File: src/logic/stats_pkg.sv
package stats_pkg;

	////////////////////////////////////////////////////////////////////////////
	// counter memory geometry
	////////////////////////////////////////////////////////////////////////////

	localparam int STAT_ADDR_W = 11;	// word address into counter SRAM
	localparam int STAT_WORDS  = 2048;	// words zeroed after calibration
	localparam int MEM_WORD_W  = 216;	// SRAM data width
	localparam int NUM_SLOTS   = 2;	// counter slots per memory word

	////////////////////////////////////////////////////////////////////////////
	// counter fields
	////////////////////////////////////////////////////////////////////////////

	localparam int FLOW_ID_W  = 16;	// zero marks an empty slot
	localparam int PKT_CNT_W  = 32;
	localparam int BYTE_CNT_W = 60;
	localparam int LEN_W      = 16;	// byte length carried by a record
	localparam int DROP_CNT_W = 16;	// saturating drop counter

	////////////////////////////////////////////////////////////////////////////
	// record queue
	////////////////////////////////////////////////////////////////////////////

	localparam int QUEUE_DEPTH = 4;	// also the credits held after reset
	localparam int QPTR_W      = $clog2(QUEUE_DEPTH);
	localparam int QCNT_W      = $clog2(QUEUE_DEPTH + 1);	// holds 0 to QUEUE_DEPTH

	// one packet record from the source
	typedef struct packed
	{
		logic [STAT_ADDR_W-1:0] addr;
		logic [FLOW_ID_W-1:0]   flow_id;
		logic [LEN_W-1:0]       len;
	} stat_record_t;

	// one counter slot, 108 bits
	typedef struct packed
	{
		logic [FLOW_ID_W-1:0]  flow_id;
		logic [PKT_CNT_W-1:0]  pkt_cnt;
		logic [BYTE_CNT_W-1:0] byte_cnt;
	} stat_slot_t;

	// memory word seen as pin bits or as two slots
	// slot[1] sits in the upper half
	typedef union packed
	{
		logic [MEM_WORD_W-1:0]       raw;	// clearing and SRAM pins
		stat_slot_t [NUM_SLOTS-1:0] slot;	// merge view
	} mem_word_u;

endpackage

File: src/logic/record_queue.sv
`timescale 1ns/10ps

module record_queue
(
	input  logic                    clk,
	input  logic                    reset,
	input  logic                    rec_valid,
	input  stats_pkg::stat_record_t rec,
	input  logic                    q_pop,
	output logic                    q_valid,
	output stats_pkg::stat_record_t q_rec,
	output logic                    credit_return
);
	import stats_pkg::*;

	stat_record_t      rec_mem [QUEUE_DEPTH];	// record storage
	logic [QPTR_W-1:0] wr_ptr;
	logic [QPTR_W-1:0] rd_ptr;
	logic [QCNT_W-1:0] count;	// records held

	////////////////////////////////////////////////////////////////////////////
	// pointers and occupancy
	////////////////////////////////////////////////////////////////////////////

	always_ff @(posedge clk)
	begin
		if (reset)
		begin
			wr_ptr        <= '0;
			rd_ptr        <= '0;
			count         <= '0;
			credit_return <= 1'b0;
		end
		else
		begin
			if (rec_valid)
			begin
				if (wr_ptr == QPTR_W'(QUEUE_DEPTH - 1))
					wr_ptr <= '0;
				else
					wr_ptr <= wr_ptr + 1'b1;
			end
			if (q_pop)
			begin
				if (rd_ptr == QPTR_W'(QUEUE_DEPTH - 1))
					rd_ptr <= '0;
				else
					rd_ptr <= rd_ptr + 1'b1;
			end
			count         <= count + QCNT_W'(rec_valid) - QCNT_W'(q_pop);
			credit_return <= q_pop;	// one credit back per record handed on
		end
	end

	// source never pushes without credit, so no full check here
	always_ff @(posedge clk)
	begin
		if (rec_valid)
			rec_mem[wr_ptr] <= rec;
	end

	assign q_valid = (count != '0);
	assign q_rec   = rec_mem[rd_ptr];	// head of queue

endmodule

File: src/logic/rmw_ctrl.sv
`timescale 1ns/10ps

module rmw_ctrl
(
	input  logic                                 clk,
	input  logic                                 reset,
	input  logic                                 cal_done,
	input  logic                                 q_valid,
	input  stats_pkg::stat_record_t              q_rec,
	input  logic                                 mem_busy,
	input  logic                                 mem_rd_valid,
	input  stats_pkg::mem_word_u                 mem_rdata,
	input  stats_pkg::mem_word_u                 new_word,
	input  logic                                 hit,
	output logic                                 q_pop,
	output stats_pkg::stat_record_t              cur_rec,
	output logic                                 mem_rd_en,
	output logic                                 mem_wr_en,
	output logic [stats_pkg::STAT_ADDR_W-1:0]    mem_addr,
	output stats_pkg::mem_word_u                 mem_wdata,
	output logic [stats_pkg::DROP_CNT_W-1:0]     drop_cnt
);
	import stats_pkg::*;

	typedef enum logic [2:0]
	{
		ST_IDLE,	// waiting for calibration
		ST_CLEAR,	// zeroing counter memory
		ST_WAIT,	// ready for a record
		ST_READ,	// read request pending
		ST_AWAIT,	// read issued and data not back yet
		ST_WRITE	// merged word pending
	} state_t;

	state_t                 state;
	logic [STAT_ADDR_W-1:0] clear_addr;
	mem_word_u              wr_word;	// word to write back
	logic                   rd_go;
	logic                   wr_go;

	assign q_pop = (state == ST_WAIT) && q_valid;
	assign rd_go = (state == ST_READ) && !mem_busy;
	assign wr_go = ((state == ST_CLEAR) || (state == ST_WRITE)) && !mem_busy;

	////////////////////////////////////////////////////////////////////////////
	// FSM
	////////////////////////////////////////////////////////////////////////////

	always_ff @(posedge clk)
	begin
		if (reset)
		begin
			state      <= ST_IDLE;
			clear_addr <= '0;
			drop_cnt   <= '0;
		end
		else
		begin
			case (state)
				ST_IDLE:
				begin
					clear_addr <= '0;
					if (cal_done)
						state <= ST_CLEAR;
				end
				ST_CLEAR:
				begin
					if (wr_go)
					begin
						if (clear_addr == STAT_ADDR_W'(STAT_WORDS - 1))
							state <= ST_WAIT;	// last word zeroed
						else
							clear_addr <= clear_addr + 1'b1;
					end
				end
				ST_WAIT:
				begin
					if (q_pop)
						state <= ST_READ;
				end
				ST_READ:
				begin
					if (rd_go)
						state <= ST_AWAIT;
				end
				ST_AWAIT:
				begin
					if (mem_rd_valid)
					begin
						state <= ST_WRITE;
						if (!hit && (drop_cnt != '1))
							drop_cnt <= drop_cnt + 1'b1;	// no slot free, saturating
					end
				end
				ST_WRITE:
				begin
					if (wr_go)
						state <= ST_WAIT;
				end
				default:
				begin
					state <= ST_IDLE;
				end
			endcase
		end
	end

	// record and merged word
	always_ff @(posedge clk)
	begin
		if (q_pop)
			cur_rec <= q_rec;
		if ((state == ST_AWAIT) && mem_rd_valid)
			wr_word <= new_word;	// a drop comes back as read
	end

	////////////////////////////////////////////////////////////////////////////
	// SRAM request port
	////////////////////////////////////////////////////////////////////////////

	assign mem_rd_en = rd_go;
	assign mem_wr_en = wr_go;

	always_comb
	begin
		if ((state == ST_READ) || (state == ST_WRITE))
			mem_addr = cur_rec.addr;
		else
			mem_addr = clear_addr;
	end

	always_comb
	begin
		if (state == ST_CLEAR)
			mem_wdata.raw = '0;	// zero fill
		else
			mem_wdata = wr_word;
	end

endmodule

File: src/logic/slot_update.sv
`timescale 1ns/10ps

module slot_update
(
	input  stats_pkg::stat_record_t rec,
	input  stats_pkg::mem_word_u    old_word,
	output stats_pkg::mem_word_u    new_word,
	output logic                    hit
);
	import stats_pkg::*;

	logic [BYTE_CNT_W-1:0]      len_ext;	// record length widened to the byte count
	stat_slot_t                 claim_slot;	// contents for a fresh slot
	logic [NUM_SLOTS-1:0]       slot_empty;
	logic [NUM_SLOTS-1:0]       slot_match;
	stat_slot_t [NUM_SLOTS-1:0] bumped;	// each slot with this record added

	assign len_ext = {{(BYTE_CNT_W - LEN_W){1'b0}}, rec.len};

	assign claim_slot = '{
		flow_id:  rec.flow_id,
		pkt_cnt:  PKT_CNT_W'(1),
		byte_cnt: len_ext
	};

	////////////////////////////////////////////////////////////////////////////
	// per-slot compare and add
	////////////////////////////////////////////////////////////////////////////

	always_comb
	begin
		for (int i = 0; i < NUM_SLOTS; i++)
		begin
			slot_empty[i]      = (old_word.slot[i].flow_id == '0);
			slot_match[i]      = (old_word.slot[i].flow_id == rec.flow_id);
			bumped[i]          = old_word.slot[i];
			bumped[i].pkt_cnt  = old_word.slot[i].pkt_cnt + 1'b1;
			bumped[i].byte_cnt = old_word.slot[i].byte_cnt + len_ext;
		end
	end

	////////////////////////////////////////////////////////////////////////////
	// priority pick
	////////////////////////////////////////////////////////////////////////////

	// walks slot 0 then slot 1, empty checked before match in each
	// first case that applies wins, the other slot stays as read
	always_comb
	begin
		new_word = old_word;
		hit      = 1'b0;
		for (int i = 0; i < NUM_SLOTS; i++)
		begin
			if (!hit && slot_empty[i])
			begin
				new_word.slot[i] = claim_slot;	// claim free slot
				hit              = 1'b1;
			end
			else if (!hit && slot_match[i])
			begin
				new_word.slot[i] = bumped[i];	// same flow
				hit              = 1'b1;
			end
		end
	end

endmodule

File: src/logic/stats_top.sv
`timescale 1ns/10ps

module stats_top
(
	input  logic                              clk,
	input  logic                              reset,
	input  logic                              cal_done,
	input  logic                              rec_valid,
	input  stats_pkg::stat_record_t           rec,
	output logic                              credit_return,
	input  logic                              mem_busy,
	output logic                              mem_rd_en,
	output logic                              mem_wr_en,
	output logic [stats_pkg::STAT_ADDR_W-1:0] mem_addr,
	output stats_pkg::mem_word_u              mem_wdata,
	input  logic                              mem_rd_valid,
	input  stats_pkg::mem_word_u              mem_rdata,
	output logic [stats_pkg::DROP_CNT_W-1:0]  drop_cnt
);
	import stats_pkg::*;

	logic         q_valid;
	stat_record_t q_rec;
	logic         q_pop;
	stat_record_t cur_rec;	// record in flight
	mem_word_u    new_word;
	logic         hit;

	////////////////////////////////////////////////////////////////////////////
	// record path
	////////////////////////////////////////////////////////////////////////////

	record_queue u_queue
	(
		.clk           (clk),
		.reset         (reset),
		.rec_valid     (rec_valid),
		.rec           (rec),
		.q_pop         (q_pop),
		.q_valid       (q_valid),
		.q_rec         (q_rec),
		.credit_return (credit_return)
	);

	rmw_ctrl u_ctrl
	(
		.clk          (clk),
		.reset        (reset),
		.cal_done     (cal_done),
		.q_valid      (q_valid),
		.q_rec        (q_rec),
		.mem_busy     (mem_busy),
		.mem_rd_valid (mem_rd_valid),
		.mem_rdata    (mem_rdata),
		.new_word     (new_word),
		.hit          (hit),
		.q_pop        (q_pop),
		.cur_rec      (cur_rec),
		.mem_rd_en    (mem_rd_en),
		.mem_wr_en    (mem_wr_en),
		.mem_addr     (mem_addr),
		.mem_wdata    (mem_wdata),
		.drop_cnt     (drop_cnt)
	);

	// merge works straight off the read data bus
	slot_update u_merge
	(
		.rec      (cur_rec),
		.old_word (mem_rdata),
		.new_word (new_word),
		.hit      (hit)
	);

endmodule
File: config.mk
export PLATFORM = sky130hd
export DESIGN_NAME = stats_top
export DESIGN_NICKNAME = d
export VERILOG_FILES = /design/src/logic/stats_pkg.sv /design/src/logic/record_queue.sv /design/src/logic/rmw_ctrl.sv /design/src/logic/slot_update.sv /design/src/logic/stats_top.sv
export SDC_FILE = /design/constraint.sdc
export NUM_CORES = 1
export LEC_CHECK = 0
export BUFFER_PORTS_ARGS = -buffer_cell sky130_fd_sc_hd__clkbuf_2
export CAP_MARGIN = 20
export CORE_MARGIN = 2
export CORE_UTILIZATION = 56
export CTS_CLUSTER_SIZE = 20
export DETAILED_ROUTE_END_ITERATION = 16
export HOLD_SLACK_MARGIN = 0.1
export PLACE_DENSITY = 0.81
export SYNTH_ARGS = -nofsm -noshare
export SYNTH_HDL_FRONTEND = slang
export SYNTH_SLANG_ARGS = --single-unit
File: constraint.sdc
create_clock -name clk -period 40.8 [get_ports clk]
set_input_delay 6.12 -clock clk [delete_from_list [all_inputs] [get_ports clk]]
set_output_delay 6.12 -clock clk [all_outputs]
set_load 0.1 [all_outputs]
==> out/qor.yml, run 1 <==
met2_length_um: 33100
ctsHoldBuffers: 0
nets: 2895
finalPower_mw: 1.71
place_congestion: 0.942
drive_above_1_share_pct: 26.8
synth-main-ff-cell: "edfxtp_1"
synthCells: 2104
cts_setup_buffers: 0
syn_area_um2: 24400
syn_avg_cell_area_um2: 11.6
yosysSeqAreaShare_pct: 56.2
rsz0062_at_grt: "no"
die-area_um2: 45300
synth_largest_area_cell: "edfxtp_1"
holdCritStartpoint: "u_ctrl.drop_cnt[1]"
routed_wirelength_um: 68500
detail-route-antenna-nets: 0
grt_pass1_wl_um: 103000
fillers: 3191
min_period_over_period_pct: 32.3
run_status: "complete, no violations"
routed-wl-met3_um: 5440
ir_drop_mv: 0.0777
grt_pass1_vias: 18500
layout.area.seq_um2: 13700
synth.most_common_cell: "edfxtp_1"
hold_viol_final: 0
critPathKind: "primary input to output pin"
async_flop_share_pct: 0
yosys_warnings: 0
syn_nets: 2415
min_to: "u_ctrl.drop_cnt[1]"
setup_tns_ns: 0
yosys_register_bits: 469
worstSkewPairLatency_ns: 0.60
grt-ovfl-total: 0
fmax_ghz: 0.0759
drt_iter0_drc: 1956
wl_per_cell_um: 21.2
grt_usage_pct: 29.6
power.density_nw_per_um2: 58.2
die_w_um: 213
worstRegToRegCells: 8
core_um2: 43100
synth_top_area_share_pct: 53.0
synth_area_leaders: "edfxtp_1, nor2b_1, mux4_2, dfxtp_1, a21oi_1"
worst-path-max-fanout: 4
cp.required_ns: 34.68
io_pins: 511
dp_hpwl_um: 48300
cts_htree_levels: 2
hp-class: "flop to flop"
met1_length_um: 26600
drc: 0
maxUsedRoutingLayer: "met5"
synthTopCellsByCount: "edfxtp_1, nor2b_1, a21oi_1"
cts_tree: "yes"
synth_edf_count: 431
clock-skew-final_ns: 0.0218
relSlewSlack_pct: 18.0
r2r_end: "u_ctrl.wr_word[109]"
portBuffers: 510
fp.dieH_um: 213
start_util_pct: 56.6
area_growth_pct: 20.2
worstMarginPinSlew_ns: 1.23
min_delay_path_depth: 2
post_synth_num_cell_types: 68
vias: 19300
layout_min_cycle_time_ns: 13.17
multi_input_area_um2: 10100
setup_viol: 0
grt_max_degree: 220
root_buffer: "clkbuf_16"
cts.sinks: 469
crit_arrival_ns: 7.05
cts_resized: 0
crit_path_start_kind: "primary input"
dr.pass1.iters: 6
clk_path_buf_depth: 3
clkTransAtPathRegs_ns: 0.06
antenna_found_initial: 20
fp-row-count: 76
power_leakage_nw: 11.0
cp-end-kind: "output pin"
viasPerCell: 5.99
numCtsBuffers: 50
drv_slew: 0
max-cap-violations: 0
worstReg2RegStart: "u_ctrl.cur_rec[20]"
r2r_slack_ns: 36.83
worst max-delay path, cell delays in order:
cell	delay [ns]
clkbuf_2	0.11
nand2b_1	0.18
nor2_1	0.16
clkbuf_2	0.48
layout make-up:
type / instances / share of cell area, %
clock inverters: 32 / 1.48
repair buffers: 536 / 9.43
well taps: 585 / 2.49
diodes: 13 / 0.111
multi-input cells: 1473 / 34.5
flip-flops and latches: 469 / 46.7
inverters: 54 / 0.691
clock buffers: 62 / 4.59
logic make-up after synthesis:
family / synth area share, %
multiplexers: 5.42
flip-flops: 56.2
buffers and inverters: 2.57
XOR/XNOR: 4.45
AO/OA/AOI/OAI: 9.69
adder cells (fa/ha/maj): 2.45
AND/OR/NAND/NOR: 19.3
stage by stage:
stage	hold slack, ns	std cells	worst slack, ns	instance area [µm²]	util [%]
after floorplan	0.456	2104	10.51	24400	-
after global placement	0.475	3114	27.67	27500	63.8
after detailed placement	0.485	3115	27.66	27500	63.9
after CTS	0.494	3209	27.65	29300	68.0
after global routing	0.540	3221	27.59	29300	68.1
final	0.496	3224	27.63	29300	68.1
worst max path at each step:
stage / start / end / slack [ns]
after global placement: mem_busy / mem_rd_en / 27.67
after detailed placement: mem_busy / mem_rd_en / 27.66
after global routing: mem_busy / mem_rd_en / 27.59
after floorplan: mem_rd_valid / u_ctrl.drop_cnt[4] / 10.51
final: mem_busy / mem_rd_en / 27.63
after CTS: mem_busy / mem_rd_en / 27.65
layout by cell type (no fill, tap or decap), drive strengths merged, types with 45 or more instances in the layout:
| cell type | Yosys | layout |
|---|---|---|
| nand4 | 45 | 45 |
| clkbuf | 95 | 572 |
| xnor2 | 69 | 69 |
| a21oi | 145 | 145 |
| xor2 | 55 | 55 |
| nor2b | 222 | 222 |
| nor2 | 134 | 134 |
| edfxtp | 431 | 431 |
| nand3 | 72 | 72 |
| nand2 | 116 | 116 |
| inv | 54 | 58 |
| or3 | 54 | 54 |
| or4 | 50 | 50 |
| o21ai | 83 | 83 |
power by group:
group,leakage (nW),internal [mW],switching (mW)
Sequential,4.22,0.545,0.0138
Clock,0.873,0.299,0.190
Combinational,5.93,0.102,0.557
Total,11.0,0.946,0.760
state kept, by name, indices dropped and copies added, names as in the netlist:
register	cells
u_queue.rd_ptr	2
u_queue.credit_return	1
u_ctrl.cur_rec	43
u_ctrl.wr_word	216
u_ctrl.drop_cnt	16
u_ctrl.clear_addr	11
u_queue.wr_ptr	2
u_ctrl.state	3
u_queue.count	3
u_queue.rec_mem	172
routing by layer:
metal / global-route usage (%) / up-vias
met3: 7.35 / 191
met1: 36.9 / 9337
li1: - / 8872
met4: 14.3 / 16
met2: 48.4 / 889
met5: 0 / -
(Power assumes the default switching activity.)
==> inputs of run 2 (changes only) <==
Settings changed: CORE_UTILIZATION 56 to 50, PLACE_DENSITY 0.81 to 0.77.
Clock period 40.8 ns to 11.1 ns, I/O delays scaled along.
==> run 2 against run 1 <==
Register-to-register slack worse by 29 ns. Clock skew grew 0.012 ns. Via count decreased by 0.75%. Global-route usage decreased by 3.2 points. Combinational power rose to 3.7 times the previous value. Sequential share of layout area increased by 0.13 points. Non-clock buffer count grew 2. Clock power increased to 3.3 times the previous value. Largest cell class unchanged.
==> out/qor.yml, run 2 (same netlist as run 1, synthesis figures left out) <==
run_status: "complete, no violations"
use_met2_pct: 43.9  # -4.5 points
dpl_worst_slack_ns: 6.30  # -21.36 ns
setup_viol: 0  # unchanged
antenna_found_initial: 24  # +20%
detail-route-antenna-nets: 0  # unchanged
hold_viol_final: 0  # unchanged
layout_min_cycle_time_ns: 4.90
drv_slew: 0  # unchanged
cts.sinks: 469  # unchanged
die_w_um: 225  # +5.7%
place_congestion: 0.933  # -0.90%
final_cell_count_no_fill: 3256  # +0.99%
worstMarginPinSlew_ns: 1.23  # +0.00369 ns
fp-row-count: 80  # +5.3%
worst_slack_ns: 6.20  # -21.43 ns
numCtsBuffers: 50  # unchanged
grt_pass1_wl_um: 102000  # -0.48%
grt_usage_pct: 26.3  # -3.2 points
drive_above_1_share_pct: 26.6  # -0.16 points
cts_htree_levels: 2  # unchanged
mostFrequentLayoutCells: "clkbuf_2, edfxtp_1, nor2b_1"
r2r_slack_ns: 7.53  # -29.30 ns
cp.required_ns: 9.44  # -25.24 ns
reg_top3: "u_ctrl.wr_word: 216 flops, u_queue.rec_mem: 172 flops, u_ctrl.cur_rec: 43 flops"
clk_path_buf_depth: 3  # unchanged
final_util_pct: 61.0  # -7.1 points
portBuffers: 510  # unchanged
rsz0062_at_grt: "no"
grt-ovfl-total: 0  # unchanged
placed_cell_area_um2: 27600  # +0.20%
slowest_stage: "dfxtp_1"
ir_drop_mv: 0.171  # +120%
clock-skew-final_ns: 0.0338  # +0.0119 ns
min_period_over_period_pct: 44.2
worstSkewPairLatency_ns: 0.62  # +0.02 ns
root_buffer: "clkbuf_16"
holdCritStartpoint: "u_ctrl.clear_addr[6]"
area_growth_pct: 19.9
start_util_pct: 50.9  # -5.8 points
crit_arrival_ns: 3.24  # -3.81 ns
critPathKind: "flop to output pin"
grt_max_degree: 220  # unchanged
use_met3_pct: 6.78  # -0.57 points
worstSetupStartpoint: "u_ctrl.state[0]"
core_um2: 47900  # +11%
cp_top_family: "buffers and inverters"
grt_busiest_layer: "met2"
cts_setup_buffers: 0  # unchanged
cp-end-kind: "output pin"
fmax_ghz: 0.204
setup_tns_ns: 0  # unchanged
r2r_end: "u_ctrl.wr_word[154]"
dp_hpwl_um: 49600  # +2.8%
worst-path-max-fanout: 219  # +215
wl_per_cell_um: 21.2  # about the same
vias: 19200  # -0.75%
power.density_nw_per_um2: 209  # +260%
cts_tree: "yes"
viasPerCell: 5.88  # -1.7%
largest_reg_flops: 216  # unchanged
hp-class: "flop to flop"
regMostFlops: "u_ctrl.wr_word"
io_pins: 511  # unchanged
relSlewSlack_pct: 17.8  # -0.25 points
final_common_cell: "clkbuf_2"
grtUsageMet1_pct: 32.1  # -4.8 points
grt_pass1_vias: 18100  # -2.1%
cp-endpoint: "mem_wdata[0]"
cts_resized: 0  # unchanged
nets: 2897  # +0.069%
max_stage_delay_ns: 0.66  # +0.18 ns
placedCellCount: 3146  # +1.0%
worstReg2RegStart: "u_ctrl.cur_rec[0]"
crit_buf_inv: 2  # unchanged
worstRegToRegCells: 11  # +3
cp_cell_sequence: "nor3b_2 -> buf_12 -> nor2b_1 -> clkbuf_2"
fp.dieH_um: 225  # +5.7%
crit_path_start_kind: "flop"
die-area_um2: 50600  # +12%
ctsHoldBuffers: 0  # unchanged
drc: 0  # unchanged
dr.pass1.iters: 8  # +2
drt_iter0_drc: 1747  # -11%
routed_wirelength_um: 69200  # +1.0%
clkTransAtPathRegs_ns: 0.06  # about the same
max-cap-violations: 0  # unchanged
cp_num_cells: 4  # unchanged
final_cell_area_um2: 29300  # -0.28%
power_leakage_nw: 10.9  # -0.74%
run 2: metrics by stage:
stage,power (mW),hold WS (ns)
4_1_cts,6.14,0.504
6_report,6.11,0.521
3_3_place_gp,4.49,0.479
3_5_place_dp,4.51,0.494
2_1_floorplan,4.06,0.456
5_1_grt,6.29,0.554
run 2: power by group:
part	internal, mW	total (mW)	leakage (nW)	switching, mW
clock network	0.911	1.63	0.776	0.723
registers	2.00	2.05	4.22	0.0496
logic	0.375	2.42	5.95	2.05
run 2: final cells by class:
class / count / area [µm²]
multi-input combinational: 1473 / 10100
sequential: 469 / 13700
inverter: 54 / 203
antenna: 14 / 35.0
tap: 615 / 769
clock buffer: 64 / 1330
fill: 3839 / 18700
clock inverter: 29 / 282
timing repair buffer: 538 / 2800
run 2: per-layer routing:
layer  vias to the layer above  wire [µm]  share of wire, %
met2                       799      33600                49
li1                       8889          -                 -
met5                         -        119              0.17
met1                      9290      27000                39
met4                        18       2970               4.3
met3                       164       5490               7.9
run 2: worst reg2reg max path, cell delays in order (launching register included):
cell and delay (ns):
edfxtp_1 0.51, ha_1 0.24, inv_1 0.06, fa_1 0.39
nor2b_1 0.22, o31a_1 0.24, o21ai_0 0.16, o21ai_1 0.44
a21oi_2 0.12, buf_4 0.27, or4_1 0.58, a21oi_1 0.18
run 2: worst min path at each step:
| stage | end | depth (start not counted) |
|---|---|---|
| floorplan | u_ctrl.clear_addr[10] | 2 |
| global placement | u_ctrl.clear_addr[6] | 2 |
| detailed placement | u_ctrl.clear_addr[6] | 2 |
| CTS | u_ctrl.clear_addr[6] | 2 |
| global route | u_ctrl.clear_addr[6] | 2 |
| finish | u_ctrl.clear_addr[6] | 2 |
==> inputs of run 3 (changes only) <==
Settings changed: CORE_UTILIZATION 50 to 56, PLACE_DENSITY 0.77 to 0.81.
Clock period 11.1 ns to 4.6 ns, I/O delays scaled along.
==> run 3 against run 2 <==
Cell count decreased by 1.1%. Design area about the same. Sequential cell count unchanged. Sequential power increased by 140%. Die area decreased by 11%. Hold slack got worse by 0.22 ns. Worst setup slack got worse by 5.3 ns. Critical endpoint is now mem_wdata[70]. Global-route usage increased by 3.7 points. Register-to-register slack got worse by 6.5 ns. Wire length increased by 0.67%. Clock power increased by 140%.
==> out/qor.yml, run 3 (same netlist as run 1, synthesis figures left out) <==
cp_cell_sequence: "nor3b_2 -> buf_12 -> buf_4 -> nor2b_1 -> clkbuf_2"
worstRegToRegCells: 7  # -4
max-cap-violations: 0  # unchanged
cts_setup_buffers: 0  # unchanged
wl_per_cell_um: 21.6  # +1.8%
cts_tree: "yes"
final_common_cell: "clkbuf_2"
place_congestion: 0.977  # +4.7%
drv_slew: 0  # unchanged
die_w_um: 213  # -5.4%
critPathKind: "flop to output pin"
worst-path-max-fanout: 85  # -61%
cts_htree_levels: 2  # unchanged
numCtsBuffers: 47  # -6.0%
placed_cell_area_um2: 27600  # +0.19%
placedCellCount: 3121  # -0.79%
routed_wirelength_um: 69600  # +0.67%
start_util_pct: 56.6  # +5.8 points
run_status: "complete, no violations"
reg_top3: "u_ctrl.wr_word: 216 flops, u_queue.rec_mem: 172 flops, u_ctrl.cur_rec: 43 flops"
r2r_slack_ns: 1.00  # -6.53 ns
layout_min_cycle_time_ns: 3.74
clock-skew-final_ns: 0.0173  # -0.0165 ns
drive_above_1_share_pct: 26.8  # +0.14 points
drc: 0  # unchanged
crit_arrival_ns: 3.05  # -0.19 ns
io_pins: 511  # unchanged
worstReg2RegStart: "u_ctrl.cur_rec[20]"
worst_slack_ns: 0.862  # -5.34 ns
dr.pass1.iters: 8  # unchanged
hold_viol_final: 0  # unchanged
fp.dieH_um: 213  # -5.4%
root_buffer: "clkbuf_16"
largest_reg_flops: 216  # unchanged
worstSkewPairLatency_ns: 0.60  # -0.02 ns
relSlewSlack_pct: 26.7  # +8.9 points
fp-row-count: 76  # -5.0%
cts_resized: 0  # unchanged
setup_tns_ns: 0  # unchanged
mostFrequentLayoutCells: "clkbuf_2, edfxtp_1, nor2b_1"
vias: 19400  # +1.0%
cp.required_ns: 3.91  # -5.53 ns
ir_drop_mv: 0.501  # +190%
crit_path_start_kind: "flop"
hp-class: "primary input to flop"
portBuffers: 510  # unchanged
nets: 2896  # -0.035%
dpl_worst_slack_ns: 0.798  # -5.50 ns
slowest_stage: "dfxtp_1"
max_stage_delay_ns: 0.64  # -0.02 ns
dp_hpwl_um: 49800  # +0.41%
setup_viol: 0  # unchanged
final_cell_count_no_fill: 3219  # -1.1%
min_delay_path_depth: 1  # -1
clk_path_buf_depth: 3  # unchanged
die-area_um2: 45300  # -11%
rsz0062_at_grt: "no"
detail-route-antenna-nets: 0  # unchanged
min_period_over_period_pct: 81.3
grt-ovfl-total: 0  # unchanged
grt_usage_pct: 30.0  # +3.7 points
r2r_end: "u_ctrl.wr_word[40]"
area_growth_pct: 19.8  # about the same
clkTransAtPathRegs_ns: 0.07  # about the same
fmax_ghz: 0.268
core_um2: 43100  # -10%
regMostFlops: "u_ctrl.wr_word"
final_cell_area_um2: 29200  # about the same
antenna_found_initial: 16  # -33%
power_leakage_nw: 11.0  # +0.18%
drt_iter0_drc: 1865  # +6.8%
power.density_nw_per_um2: 504  # +140%
cp-end-kind: "output pin"
holdCritStartpoint: "rec[1]"
worstMarginPinSlew_ns: 1.09  # -0.139 ns
grt_max_degree: 134  # -39%
ctsHoldBuffers: 0  # unchanged
cts.sinks: 469  # unchanged
min_to: "u_queue.rec_mem[0][1]"
grt_pass1_wl_um: 104000  # +1.2%
fillers: 3195  # -17%
grt_pass1_vias: 18200  # +0.39%
viasPerCell: 6.01  # +2.2%
[run 3: changes by cell type in the layout (fill, tap and decap cells not counted), sizes merged]
| cell | change |
|---|---|
| inv | -2 |
| buf | +3 |
| clkbuf | -6 |
| diode | -4 |
| bufinv | +3 |
| clkinvlp | -1 |
[run 3: layout make-up]
type	count	area [µm²]	area share, %
Inverter	54	215	0.736
Antenna cell	10	25.0	0.0856
Sequential cell	469	13700	46.9
Clock inverter	29	345	1.18
Timing Repair Buffer	540	2840	9.71
Multi-Input combinational cell	1473	10100	34.6
Clock buffer	59	1250	4.28
Tap cell	585	732	2.50
[run 3: critical path: cells and delay by family (launching register included)]
| family | cells | cell delay, ns |
|---|---|---|
| flip-flops | 1 | 0.64 |
| buffers and inverters | 3 | 1.28 |
| AND/OR/NAND/NOR | 2 | 0.46 |
[run 3: report_power, final]
| part | leakage, nW | internal [mW] | switching (mW) | total (mW) |
|---|---|---|---|---|
| Sequential | 4.22 | 4.83 | 0.143 | 4.98 |
| Combinational | 5.96 | 0.919 | 4.93 | 5.85 |
| Clock | 0.779 | 2.24 | 1.68 | 3.93 |
[run 3: worst max path at each step]
stage,start,endpoint,cells after the start,slack [ns]
after CTS,u_ctrl.state[0],mem_wdata[90],5,0.83
after floorplan,mem_rd_valid,u_ctrl.drop_cnt[4],8,-4.38
final,u_ctrl.state[0],mem_wdata[70],5,0.86
after global placement,mem_rdata[96],u_ctrl.wr_word[37],8,0.92
after global routing,u_ctrl.state[0],mem_wdata[23],5,0.65
after detailed placement,mem_rdata[96],u_ctrl.wr_word[41],8,0.80
[run 3: routing by layer]
metal / track usage [%] / wire [µm] / up-vias
met5: 0 / 104 / -
met1: 36.8 / 26000 / 9332
met2: 50.0 / 34300 / 930
met4: 15.5 / 3380 / 16
met3: 6.78 / 5780 / 212
li1: - / - / 8871
[run 3: through the flow]
step / hold slack (ns) / total power [mW] / util, %
2_1_floorplan: 0.456 / 9.79 / -
3_3_place_gp: 0.477 / 10.8 / 64.1
3_5_place_dp: 0.496 / 10.9 / 64.1
4_1_cts: 0.261 / 14.8 / 67.8
5_1_grt: 0.290 / 15.2 / 67.9
6_report: 0.301 / 14.8 / 67.9
